### config.mk
export PLATFORM = sky130hd
export DESIGN_NAME = gameover_name
export DESIGN_NICKNAME = d
export VERILOG_FILES = /design/src/design/name_pkg.sv /design/src/design/glyph_rom.sv /design/src/design/char_decode.sv /design/src/design/letter_slot.sv /design/src/design/overlay_mixer.sv /design/src/design/gameover_name.sv
export SDC_FILE = /design/constraint.sdc
export NUM_CORES = 1
export LEC_CHECK = 0
export BUFFER_PORTS_ARGS = -buffer_cell sky130_fd_sc_hd__buf_2
export CAP_MARGIN = 20
export CORE_MARGIN = 2
export CORE_UTILIZATION = 59
export DETAILED_ROUTE_END_ITERATION = 16
export GPL_ROUTABILITY_DRIVEN = 0
export PLACE_DENSITY = 0.81
export SYNTH_ARGS = -nofsm -noshare
export SYNTH_HDL_FRONTEND = slang
export SYNTH_SLANG_ARGS = --single-unit
### constraint.sdc
create_clock -name clk -period 2.16 [get_ports clk]
set_input_delay 0.216 -clock clk [delete_from_list [all_inputs] [get_ports clk]]
set_output_delay 0.216 -clock clk [all_outputs]
set_load 0.01 [all_outputs]
### src/design/name_pkg.sv
package name_pkg;

   //////////////////////////////////////////////////
   // Widths
   //////////////////////////////////////////////////

   // Screen coordinate
   localparam int pix_w = 12;

   // One ASCII code from the processing system
   localparam int char_w = 8;

   // Glyph index, row number and column number
   localparam int glyph_idx_w = 5;
   localparam int row_w = 4;
   localparam int col_w = 2;

   //////////////////////////////////////////////////
   // Font
   //////////////////////////////////////////////////

   // Valid letters are A to Z only
   localparam int ascii_a = 65;
   localparam int ascii_z = 90;

   // Glyph cell, 3 columns by 12 rows
   localparam int glyph_w = 3;
   localparam int glyph_h = 12;

   // 26 letters plus the question mark
   localparam int glyph_count = 27;
   localparam int unknown_glyph = 26;

   //////////////////////////////////////////////////
   // Placement on the game-over screen
   //////////////////////////////////////////////////

   localparam int num_letters = 3;

   // Left column of the first letter
   localparam int name_x0 = 300;

   // Column distance from one letter to the next
   localparam int letter_pitch = 30;

   // Top row shared by all letters
   localparam int name_y = 170;

   // Overlay colour, yellow
   localparam logic [23:0] name_rgb = 24'hFFFF00;

endpackage

### src/design/glyph_rom.sv
`timescale 1ns/1ps

module glyph_rom
   import name_pkg::*;
(
   input  logic [glyph_idx_w-1:0] glyph,
   input  logic [row_w-1:0]       row,
   output logic [glyph_w-1:0]     pattern
);

   // All 12 rows of one glyph with row 0 in the top bits
   logic [glyph_w*glyph_h-1:0] glyph_bits;
   logic [row_w-1:0]           flip;

   //////////////////////////////////////////////////
   // Font table with the leftmost pixel as MSB
   //////////////////////////////////////////////////

   always_comb begin
      case (glyph)
         // A to G
         5'd0:  glyph_bits = 36'b111_101_101_101_101_101_111_101_101_101_101_101;
         5'd1:  glyph_bits = 36'b111_111_101_101_101_101_111_101_101_101_101_111;
         5'd2:  glyph_bits = 36'b111_100_100_100_100_100_100_100_100_100_100_111;
         5'd3:  glyph_bits = 36'b110_101_101_101_101_101_101_101_101_101_101_110;
         5'd4:  glyph_bits = 36'b111_100_100_100_100_100_111_100_100_100_100_111;
         5'd5:  glyph_bits = 36'b111_100_100_100_100_100_111_100_100_100_100_100;
         5'd6:  glyph_bits = 36'b111_100_100_100_100_100_101_101_101_101_101_111;
         // H to N
         5'd7:  glyph_bits = 36'b101_101_101_101_101_101_111_101_101_101_101_101;
         5'd8:  glyph_bits = 36'b111_010_010_010_010_010_010_010_010_010_010_111;
         5'd9:  glyph_bits = 36'b001_001_001_001_001_001_001_001_001_001_101_111;
         5'd10: glyph_bits = 36'b101_101_101_101_101_101_110_101_101_101_101_101;
         5'd11: glyph_bits = 36'b100_100_100_100_100_100_100_100_100_100_100_111;
         5'd12: glyph_bits = 36'b101_111_111_111_111_101_101_101_101_101_101_101;
         5'd13: glyph_bits = 36'b110_101_101_101_101_101_101_101_101_101_101_101;
         // O to U
         5'd14: glyph_bits = 36'b111_101_101_101_101_101_101_101_101_101_101_111;
         5'd15: glyph_bits = 36'b111_101_101_101_101_101_111_100_100_100_100_100;
         5'd16: glyph_bits = 36'b111_101_101_101_101_101_101_101_101_101_111_001;
         5'd17: glyph_bits = 36'b111_101_101_101_101_101_110_101_101_101_101_101;
         5'd18: glyph_bits = 36'b111_100_100_100_100_100_111_001_001_001_001_111;
         5'd19: glyph_bits = 36'b111_010_010_010_010_010_010_010_010_010_010_010;
         5'd20: glyph_bits = 36'b101_101_101_101_101_101_101_101_101_101_101_111;
         // V to Z
         5'd21: glyph_bits = 36'b101_101_101_101_101_101_101_101_101_101_101_010;
         5'd22: glyph_bits = 36'b101_101_101_101_101_101_101_111_111_111_111_101;
         5'd23: glyph_bits = 36'b101_101_101_101_101_101_010_101_101_101_101_101;
         5'd24: glyph_bits = 36'b101_101_101_101_101_101_101_010_010_010_010_010;
         5'd25: glyph_bits = 36'b111_001_001_001_001_001_010_100_100_100_100_111;
         // Question mark and anything past the table
         default: begin
            glyph_bits = 36'b010_101_001_001_001_010_010_000_010_010_000_010;
         end
      endcase
   end

   //////////////////////////////////////////////////
   // Row select
   //////////////////////////////////////////////////

   // Row 0 sits in the top group of bits
   assign flip = row_w'(glyph_h - 1) - row;

   always_comb begin
      pattern = '0;
      if (row < row_w'(glyph_h)) begin
         pattern = glyph_bits[flip * glyph_w +: glyph_w];
      end
   end

endmodule

### src/design/char_decode.sv
`timescale 1ns/1ps

module char_decode
   import name_pkg::*;
(
   input  logic                   clk,
   input  logic                   rst_n,
   input  logic [char_w-1:0]      p_c0,
   input  logic [char_w-1:0]      p_c1,
   input  logic [char_w-1:0]      p_c2,
   output logic [glyph_idx_w-1:0] glyph_idx0,
   output logic [glyph_idx_w-1:0] glyph_idx1,
   output logic [glyph_idx_w-1:0] glyph_idx2
);

   // Capital letter to font index, anything else to the question mark
   function automatic logic [glyph_idx_w-1:0] to_glyph(input logic [char_w-1:0] code);
      if (code >= char_w'(ascii_a) && code <= char_w'(ascii_z)) begin
         return glyph_idx_w'(code - char_w'(ascii_a));
      end
      return glyph_idx_w'(unknown_glyph);
   endfunction

   // Codes change rarely, one clock of delay is harmless
   always_ff @(posedge clk) begin
      if (!rst_n) begin
         glyph_idx0 <= glyph_idx_w'(unknown_glyph);
         glyph_idx1 <= glyph_idx_w'(unknown_glyph);
         glyph_idx2 <= glyph_idx_w'(unknown_glyph);
      end else begin
         glyph_idx0 <= to_glyph(p_c0);
         glyph_idx1 <= to_glyph(p_c1);
         glyph_idx2 <= to_glyph(p_c2);
      end
   end

endmodule

### src/design/letter_slot.sv
`timescale 1ns/1ps

module letter_slot
   import name_pkg::*;
#(
   parameter int slot_x = name_x0
) (
   input  logic                   clk,
   input  logic                   rst_n,
   input  logic [pix_w-1:0]       pix_x,
   input  logic [pix_w-1:0]       pix_y,
   input  logic [glyph_idx_w-1:0] glyph_idx,
   output logic                   lit
);

   logic [pix_w-1:0]       dx;
   logic [pix_w-1:0]       dy;
   logic                   in_box;
   logic                   hit_q;
   logic [row_w-1:0]       row_q;
   logic [col_w-1:0]       col_q;
   logic [glyph_idx_w-1:0] glyph_q;
   logic [glyph_w-1:0]     pattern;
   logic [col_w-1:0]       bit_sel;
   logic                   col_bit;

   //////////////////////////////////////////////////
   // Stage 1, bounding box and offsets
   //////////////////////////////////////////////////

   // Offsets wrap when the pixel is left of or above the box
   assign dx = pix_x - pix_w'(slot_x);
   assign dy = pix_y - pix_w'(name_y);

   assign in_box = (pix_x >= pix_w'(slot_x)) && (dx < pix_w'(glyph_w)) &&
                   (pix_y >= pix_w'(name_y)) && (dy < pix_w'(glyph_h));

   always_ff @(posedge clk) begin
      if (!rst_n) begin
         hit_q <= 1'b0;
      end else begin
         hit_q <= in_box;
      end
   end

   always_ff @(posedge clk) begin
      row_q   <= row_w'(dy);
      col_q   <= col_w'(dx);
      glyph_q <= glyph_idx;
   end

   //////////////////////////////////////////////////
   // Stage 2, font lookup
   //////////////////////////////////////////////////

   glyph_rom i_glyph_rom (
      .glyph   (glyph_q),
      .row     (row_q),
      .pattern (pattern)
   );

   // Column 0 is the leftmost pixel, held in the MSB
   assign bit_sel = col_w'(glyph_w - 1) - col_q;
   assign col_bit = (col_q < col_w'(glyph_w)) ? pattern[bit_sel] : 1'b0;

   always_ff @(posedge clk) begin
      if (!rst_n) begin
         lit <= 1'b0;
      end else begin
         lit <= hit_q & col_bit;
      end
   end

endmodule

### src/design/overlay_mixer.sv
`timescale 1ns/1ps

module overlay_mixer
   import name_pkg::*;
(
   input  logic        clk,
   input  logic        rst_n,
   input  logic        lit0,
   input  logic        lit1,
   input  logic        lit2,
   output logic        na_l_on,
   output logic [23:0] na_l_rgb
);

   logic any_lit;

   // Letters never overlap, a plain OR is enough
   assign any_lit = lit0 | lit1 | lit2;

   // Black outside the letters so the screen mux can OR colours
   always_ff @(posedge clk) begin
      if (!rst_n) begin
         na_l_on  <= 1'b0;
         na_l_rgb <= '0;
      end else begin
         na_l_on  <= any_lit;
         na_l_rgb <= any_lit ? name_rgb : '0;
      end
   end

endmodule

### src/design/gameover_name.sv
`timescale 1ns/1ps

module gameover_name
   import name_pkg::*;
(
   input  logic              clk,
   input  logic              rst_n,
   input  logic [pix_w-1:0]  pix_x,
   input  logic [pix_w-1:0]  pix_y,
   input  logic [char_w-1:0] p_c0,
   input  logic [char_w-1:0] p_c1,
   input  logic [char_w-1:0] p_c2,
   output logic              na_l_on,
   output logic [23:0]       na_l_rgb
);

   logic [glyph_idx_w-1:0] glyph_idx [num_letters];
   logic [num_letters-1:0] lit;

   char_decode i_char_decode (
      .clk        (clk),
      .rst_n      (rst_n),
      .p_c0       (p_c0),
      .p_c1       (p_c1),
      .p_c2       (p_c2),
      .glyph_idx0 (glyph_idx[0]),
      .glyph_idx1 (glyph_idx[1]),
      .glyph_idx2 (glyph_idx[2])
   );

   // One slot per letter, spaced a fixed pitch apart
   for (genvar i = 0; i < num_letters; i++) begin : g_slot
      letter_slot #(
         .slot_x (name_x0 + i * letter_pitch)
      ) i_letter_slot (
         .clk       (clk),
         .rst_n     (rst_n),
         .pix_x     (pix_x),
         .pix_y     (pix_y),
         .glyph_idx (glyph_idx[i]),
         .lit       (lit[i])
      );
   end

   overlay_mixer i_overlay_mixer (
      .clk      (clk),
      .rst_n    (rst_n),
      .lit0     (lit[0]),
      .lit1     (lit[1]),
      .lit2     (lit[2]),
      .na_l_on  (na_l_on),
      .na_l_rgb (na_l_rgb)
   );

endmodule

* Word level (Yosys, flattened, before mapping)
Memories as Yosys holds them, arrays and structs flattened. A register that Yosys moved wholly into a read port is not among the register bits.
Cells that the tools add are included.
** Word-level totals
- Flip-flop bits (word level) :: 56
- Bits in latches :: 0
- RAM bits :: 0
- Memory bits (read-only) :: 3456
- Input port bits :: 50
- Output and inout port bits :: 25
- Word-level logic and storage cells :: 96
- Memories kept :: 3
** Cells by class
- $add $sub $neg :: 11
- Multipliers :: 1
- Div/mod/pow operators :: 0
- $lt $le $gt $ge :: 21
- Equal/unequal tests :: 0
- Shift operators :: 3
- Muxes and demuxes :: 22
- Bitwise gates (word level) :: 5
- Reduce and logical (&&, ||, !) cells :: 15
** Memory list
- (name not given) :: words 32, bits a word 36, rd ports 1, clocked after Yosys merged registers in 1, write ports 0, line glyph_rom.sv:20 : case (glyph)
- (name not given) :: words 32, bits a word 36, rd ports 1, clocked after Yosys merged registers in 1, write ports 0, line glyph_rom.sv:20
- (name not given) :: words 32, bits a word 36, rd ports 1, clocked after Yosys merged registers in 1, write ports 0, line glyph_rom.sv:20
** Operators by type and width (number)
- variable part select 36 x 7 -> 3 bit :: 3
- greater-or-equal comparator 12 x 9 -> 1 bit, second input constant :: 3
- < comparator 12 x 2 -> 1 bit, second input constant :: 3
- subtractor 12 x 9 -> 12 bit, second input constant :: 3
- greater-or-equal comparator 8 x 7 -> 1 bit, second input constant :: 3
- less-or-equal comparator 8 x 7 -> 1 bit, second input constant :: 3
- two-way mux 24 bit :: 1
- two-way mux 5 bit :: 3
- subtractor 5 x 1 -> 5 bit, second input constant :: 3
- greater-or-equal comparator 12 x 8 -> 1 bit, second input constant :: 1
- logical AND 1 bit :: 12
- < comparator 12 x 4 -> 1 bit, second input constant :: 1
- two-way mux 1 bit :: 12
- subtractor 12 x 8 -> 12 bit, second input constant :: 1
- < comparator 2 x 3 -> 1 bit, second input constant :: 3
- two-way mux 3 bit :: 3
- binary-select mux 1 bit (select 2 bit) :: 3
- < comparator 2 bit, second input constant :: 3
- multiplier 4 x 2 -> 6 bit, second input constant :: 1
- AND reduction 2 bit :: 3
- subtractor 2 bit, first input constant :: 3
- < comparator 4 bit, second input constant :: 1
- subtractor 4 bit, first input constant :: 1
- AND 1 bit :: 3
- OR 1 bit :: 2

* Longest topological paths before layout
- Depth after elaboration :: 8
- Mapped depth :: 8
- Mapped depth without buffers :: 7

* Hierarchy
From an unflattened synthesis, not the netlist that was laid out.
** Second synthesis, totals
- Cell total of the unflattened synthesis :: 744
- Area total of the unflattened synthesis :: 5909.4 µm²
** Modules (own cells, without submodules)
- glyph_rom at g_slot[0].i_letter_slot.i_glyph_rom ... :: instances 2, cells each 149, area each 1034.7 µm², seq. area each 0.0 µm²
- glyph_rom at g_slot[2].i_letter_slot.i_glyph_rom :: instances 1, cells each 148, area each 1022.2 µm², seq. area each 0.0 µm²
- char_decode :: instances 1, cells each 75, area each 788.3 µm², seq. area each 300.3 µm²
- letter_slot at g_slot[2].i_letter_slot :: instances 1, cells each 78, area each 680.7 µm², seq. area each 260.2 µm²
- letter_slot at g_slot[1].i_letter_slot :: instances 1, cells each 73, area each 656.9 µm², seq. area each 260.2 µm²
- letter_slot at g_slot[0].i_letter_slot :: instances 1, cells each 45, area each 479.2 µm², seq. area each 260.2 µm²
- overlay_mixer :: instances 1, cells each 27, area each 212.7 µm², seq. area each 20.0 µm²

* Worst setup path before layout
No wires, ideal clock.
- Kind :: input to register
- Start point :: input pix_x[4]
- End point :: register g_slot[1].i_letter_slot.hit_q
- Library setup time :: 0.103 ns
- Arrival time :: 1.851 ns
- Data required time :: 2.057 ns
- Path slack :: 0.206 ns
- Stages :: 8
- Path buffers :: 1
- Cells stage by stage :: buf_2 > inv_1 > ha_1 > nor2b_1 > o311ai_0 > nand3_1 > a221o_1 > a2111oi_2
** On the way
- Word-level cells in the longest chain between the ends :: 5
- Elaborated cells on any way between the ends :: 6
- Those cells by class :: add/sub: 1; order compare: 2; reduce/logical: 3
** Ends and longest elaborated chain
- from (decl) :: line gameover_name.sv:8 : input logic [pix_w-1:0] pix_x,
- subtractor 12 x 9 -> 12 bit :: line letter_slot.sv:32 : assign dx = pix_x - pix_w'(slot_x);
- < comparator 12 x 2 -> 1 bit :: line letter_slot.sv:35 : assign in_box = (pix_x >= pix_w'(slot_x)) && (dx < pix_w'(glyph_w)) &&
- logical AND 1 bit * (2 in series) :: line letter_slot.sv:35
- logical AND 1 bit * :: line letter_slot.sv:36 : (pix_y >= pix_w'(name_y)) && (dy < pix_w'(glyph_h));
- to (signal assigned) :: line letter_slot.sv:42 : hit_q <= in_box;
- to (decl) :: line letter_slot.sv:19 : logic hit_q;
Mark *: on every way between the ends. The rest lies on a longest branch, timed or not.
A chain may end at the register's enable or synchronous reset.

==> report_table.html <==
<table>
<tr><th>Metric</th><th>Value</th></tr>
<tr><th colspan="2">Setup path</th></tr>
<tr><td>CP Data Arrival Time</td><td>2.19 ns</td></tr>
<tr><td>Startpoint type of the worst setup path</td><td>flop</td></tr>
<tr><td>Worst EP required</td><td>2.42 ns</td></tr>
<tr><td>Crit Path Max Fanout</td><td>20</td></tr>
<tr><td>CP Class</td><td>reg -&gt; reg</td></tr>
<tr><td>Kind of end point of the critical path</td><td>flop</td></tr>
<tr><th colspan="2">Routing</th></tr>
<tr><td>Routed vias/inst</td><td>6.021</td></tr>
<tr><td>WL/cell</td><td>14.87 um</td></tr>
<tr><td>Antenna Nets Post-Route</td><td>0</td></tr>
<tr><td>Drt first pass iters</td><td>5</td></tr>
<tr><td>Number of design-rule violations left by the first detailed-router iteration</td><td>about 650</td></tr>
<tr><td>Count of unresolved DRC violations after routing</td><td>0</td></tr>
<tr><td>Drt total wl</td><td>13,730 um</td></tr>
<tr><td>Total number of vias</td><td>around 5.6k</td></tr>
<tr><th colspan="2">Placed design</th></tr>
<tr><td>Placement Setup Slack</td><td>0.1123 ns</td></tr>
<tr><td>Post-Place Cells</td><td>905</td></tr>
<tr><td>Number of buffers added on ports</td><td>66</td></tr>
<tr><td>DP Wirelength</td><td>10,100 um</td></tr>
<tr><th colspan="2">Floorplan</th></tr>
<tr><td>Standard cell core area</td><td>10,280 um2</td></tr>
<tr><td>Horizontal extent of the die</td><td>between 100 and 150 um</td></tr>
<tr><td>Total die area</td><td>11,340 um2</td></tr>
<tr><td>Height of the die</td><td>between 100 and 150 um</td></tr>
<tr><td>Site Rows</td><td>37</td></tr>
<tr><td>Io pins</td><td>75</td></tr>
<tr><td>Initial Util</td><td>60.31%</td></tr>
<tr><th colspan="2">Clock tree</th></tr>
<tr><td>H-Tree Level Count</td><td>3</td></tr>
<tr><td>Insertion delay to the later sink of the worst-skew pair</td><td>approximately 0.37 ns</td></tr>
<tr><td>Total clock sinks</td><td>95</td></tr>
<tr><td>Maximum number of buffers from clock root to sink</td><td>2</td></tr>
<tr><td>Root buf cell</td><td>sky130_fd_sc_hd__clkbuf_8</td></tr>
<tr><td>Clock tree from TritonCTS</td><td>done</td></tr>
<tr><td>Post_cts resized</td><td>0</td></tr>
<tr><td>Total clock buffers created by CTS</td><td>9</td></tr>
<tr><td>Clk pin slew, worst setup/hold paths</td><td>0.09 ns</td></tr>
<tr><th colspan="2">STA</th></tr>
<tr><td>Hold Vio Cnt, Final</td><td>0</td></tr>
<tr><td>Worst path setup slack after routing</td><td>0.2272 ns</td></tr>
<tr><td>Maximum clock skew at final layout</td><td>0.009725 ns</td></tr>
<tr><td>Period utilisation layout</td><td>89.48%</td></tr>
<tr><td>RSZ-0062 raised after global routing</td><td>false</td></tr>
<tr><td>Top achievable clock speed</td><td>about 520 MHz</td></tr>
<tr><td>Worst slew pin tran</td><td>0.4979 ns</td></tr>
<tr><td>Final setup fails</td><td>0</td></tr>
<tr><td>Max-Slew Margin vs Limit</td><td>between 60% and 70%</td></tr>
<tr><td>Slew Viols, Final</td><td>0</td></tr>
<tr><td>Shortest clock period the worst path allows after layout</td><td>about 1.9 ns</td></tr>
<tr><td>Final sum of negative setup slack</td><td>0 ns</td></tr>
<tr><th colspan="2">Pwr</th></tr>
<tr><td>Power per cell area</td><td>550.9 nW/um2</td></tr>
<tr><td>Leakage power</td><td>0.003048 uW</td></tr>
<tr><td>Max rail drop VDD</td><td>0.0003954 V</td></tr>
<tr><th colspan="2">Synthesis</th></tr>
<tr><td>Sequential element share of the synthesized area</td><td>30.68%</td></tr>
<tr><td>Share of flip-flops with an asynchronous set or reset after synthesis</td><td>0%</td></tr>
<tr><td>Average cell area after synthesis</td><td>8.342 um2</td></tr>
<tr><td>Number of different library cells in the post-synthesis netlist</td><td>76</td></tr>
<tr><td>Post-synth EDFFs</td><td>0</td></tr>
<tr><td>Mapped Area</td><td>6198 um2</td></tr>
<tr><td>Commonest register cell after synthesis</td><td>sky130_fd_sc_hd__dfxtp_1</td></tr>
<tr><td>Number of storage elements in the synthesis netlist</td><td>95</td></tr>
<tr><td>Number of synthesis warnings</td><td>0</td></tr>
<tr><td>Cells after Synth</td><td>around 740</td></tr>
<tr><th colspan="2">Final layout</th></tr>
<tr><td>Post-layout nets</td><td>882</td></tr>
<tr><td>Register area</td><td>approximately 1900 um2</td></tr>
<tr><td>Fraction of layout instances using a drive strength above 1</td><td>16.65%</td></tr>
<tr><td>Diodes inserted</td><td>0</td></tr>
<tr><td>Filler instances</td><td>822</td></tr>
<tr><td>Area occupied by multi-input gates</td><td>3822 um2</td></tr>
<tr><td>Non-filler cells in the finished layout</td><td>923</td></tr>
<tr><td>Area growth from synthesis to layout</td><td>9.124%</td></tr>
<tr><th colspan="2">Global route</th></tr>
<tr><td>Initial antenna violation count</td><td>1</td></tr>
<tr><td>First-pass GRT wire length</td><td>22,380 um</td></tr>
<tr><td>Vias in the first global route</td><td>4,962</td></tr>
<tr><td>Remaining global-route overflow</td><td>0</td></tr>
<tr><td>Overall Global Routing Usage</td><td>23.95%</td></tr>
<tr><td>Pin count of the biggest net entering global routing</td><td>26</td></tr>
<tr><th colspan="2">Min path</th></tr>
<tr><td>Classification of the worst-slack hold path</td><td>in -&gt; reg</td></tr>
<tr><th colspan="2">Run status</th></tr>
<tr><td>Outcome</td><td>finished clean</td></tr>
<tr><th colspan="2">Flow run</th></tr>
<tr><td>Max_cap viols</td><td>0</td></tr>
</table>
[stage by stage]
step	hold WS (ns)	cell area, um2	total power (uW)	util [%]
after floorplan	0.2437	6225	2256	-
after global placement	0.3243	6506	2389	63.31
after detailed placement	0.3199	6506	2409	63.31
after CTS	0.007862	6764	3740	65.81
after global routing	0.01125	6764	3865	65.81
final	0.01929	6764	3726	65.81
[timing repair]
action	CTS	global route
endpoints found under the setup margin	0	0
hold buffers	2	0
endpoints found under the hold margin	2	0
buffers inserted	0	0
[final timing paths]
check	from	end	slack (ns)	depth (start not counted)
min reg2reg	g_slot[2].i_letter_slot.hit_q$_SDFF_PN0_	g_slot[2].i_letter_slot.lit$_SDFF_PN0_	0.46	2
min	pix_x[1]	g_slot[0].i_letter_slot.col_q[1]$_DFF_P_	0.02	1
max reg2reg	g_slot[2].i_letter_slot.row_q[0]$_DFF_P_	g_slot[0].i_letter_slot.lit$_SDFF_PN0_	0.23	6
max	g_slot[2].i_letter_slot.row_q[0]$_DFF_P_	g_slot[0].i_letter_slot.lit$_SDFF_PN0_	0.23	6
[layout make-up]
class | instances | area share [%]
multi-input cells | 550 | 56.51
flip-flops and latches | 95 | 28.12
repair buffers | 85 | 7.066
well taps | 136 | 2.516
inverters | 41 | 2.275
clock buffers | 11 | 2.238
clock inverters | 5 | 1.276
[placed cells by master (no fill, tap or decap), types with 12 or more instances in the layout]
cell | netlist | routed
sky130_fd_sc_hd__buf_2 | 4 | 66
sky130_fd_sc_hd__buf_4 | 25 | 17
sky130_fd_sc_hd__nand2_1 | 89 | 89
sky130_fd_sc_hd__o21ai_0 | 60 | 60
sky130_fd_sc_hd__inv_1 | 38 | 38
sky130_fd_sc_hd__nand2b_1 | 13 | 13
sky130_fd_sc_hd__o211ai_1 | 12 | 12
sky130_fd_sc_hd__dfxtp_1 | 95 | 95
sky130_fd_sc_hd__nor2_1 | 56 | 56
sky130_fd_sc_hd__a21oi_1 | 49 | 49
sky130_fd_sc_hd__mux2i_1 | 16 | 16
sky130_fd_sc_hd__ha_1 | 50 | 50
sky130_fd_sc_hd__mux4_2 | 12 | 12
[cell families (layout without fill, tap and decap cells)]
kind of cell	Yosys count	in the layout	share of synthesized area, %
AND/OR/NAND/NOR	223	223	16.98
AO/OA/AOI/OAI	213	213	22.65
buffers and inverters	105	142	8.074
flip-flops	95	95	30.68
adder cells (fa/ha/maj)	50	50	10.09
multiplexers	39	39	9.063
XOR/XNOR	17	17	2.402
other	1	8	0.06050
[Yosys cell counts, drive strengths merged (3+ instances only)]
cell type	n	share of area [%]
inv	39	2.4
dfxtp	95	31
nor2	56	3.4
a21boi	4	0.48
o21bai	3	0.36
clkbuf	27	1.6
a21oi	49	4.0
nor3	11	0.89
nor3b	5	0.61
mux2i	16	2.6
o21a	4	0.48
xnor2	7	0.99
a31oi	3	0.30
a2111oi	3	0.52
a31o	4	0.57
o211ai	12	1.5
a2bb2oi	4	0.57
a221oi	3	0.42
nand2b	13	1.3
a211o	9	1.3
o31ai	4	0.48
mux2	11	2.1
o2111ai	3	0.42
a22oi	6	0.81
nor2b	7	0.71
mux4	12	4.4
nand3	11	0.89
a211oi	5	0.61
nand4	3	0.30
o311a	3	0.48
and2	8	0.81
xor2	10	1.4
a21o	8	0.97
o21ai	61	4.9
ha	50	10
buf	37	4.0
o22ai	5	0.50
nor4bb	3	0.48
nand2	89	5.4
nand3b	4	0.48
[power breakdown]
group / leakage [uW] / switching, uW / internal [uW]
clock: 0.000121 / 619 / 725
sequential: 0.000774 / 30.2 / 1800
combinational: 0.00215 / 306 / 242
total: 0.00305 / 955 / 2770
[critical path: stages, from the launching register on]
cell                       delay [ns]
sky130_fd_sc_hd__dfxtp_1         0.45
sky130_fd_sc_hd__buf_4           0.35
sky130_fd_sc_hd__mux4_2          0.55
sky130_fd_sc_hd__nand4_1         0.10
sky130_fd_sc_hd__o211ai_1        0.10
sky130_fd_sc_hd__a22oi_1         0.17
sky130_fd_sc_hd__a21oi_1         0.10
[layer usage]
layer  vias to the layer above  track usage (%)  share of wire [%]
met5                         -                0              0.051
li1                       2684                -                  -
met4                         2            8.813                2.2
met2                       280            40.38                 47
met3                        36            3.924                7.3
met1                      2555            30.93                 43
[sequential cells by signal, summed over array words and instances, names as in the netlist, 3 cells and up]
register                                     cells
i_char_decode.glyph_idx0                         5
g_slot.i_letter_slot.hit_q                       3
g_slot.i_letter_slot.row_q                       4
g_slot.i_letter_slot.i_glyph_rom.glyph_bits     66
i_char_decode.glyph_idx1                         5
g_slot.i_letter_slot.lit                         3
g_slot.i_letter_slot.col_q                       3
i_char_decode.glyph_idx2                         5
No activity file was read; power rests on OpenSTA's default activity.
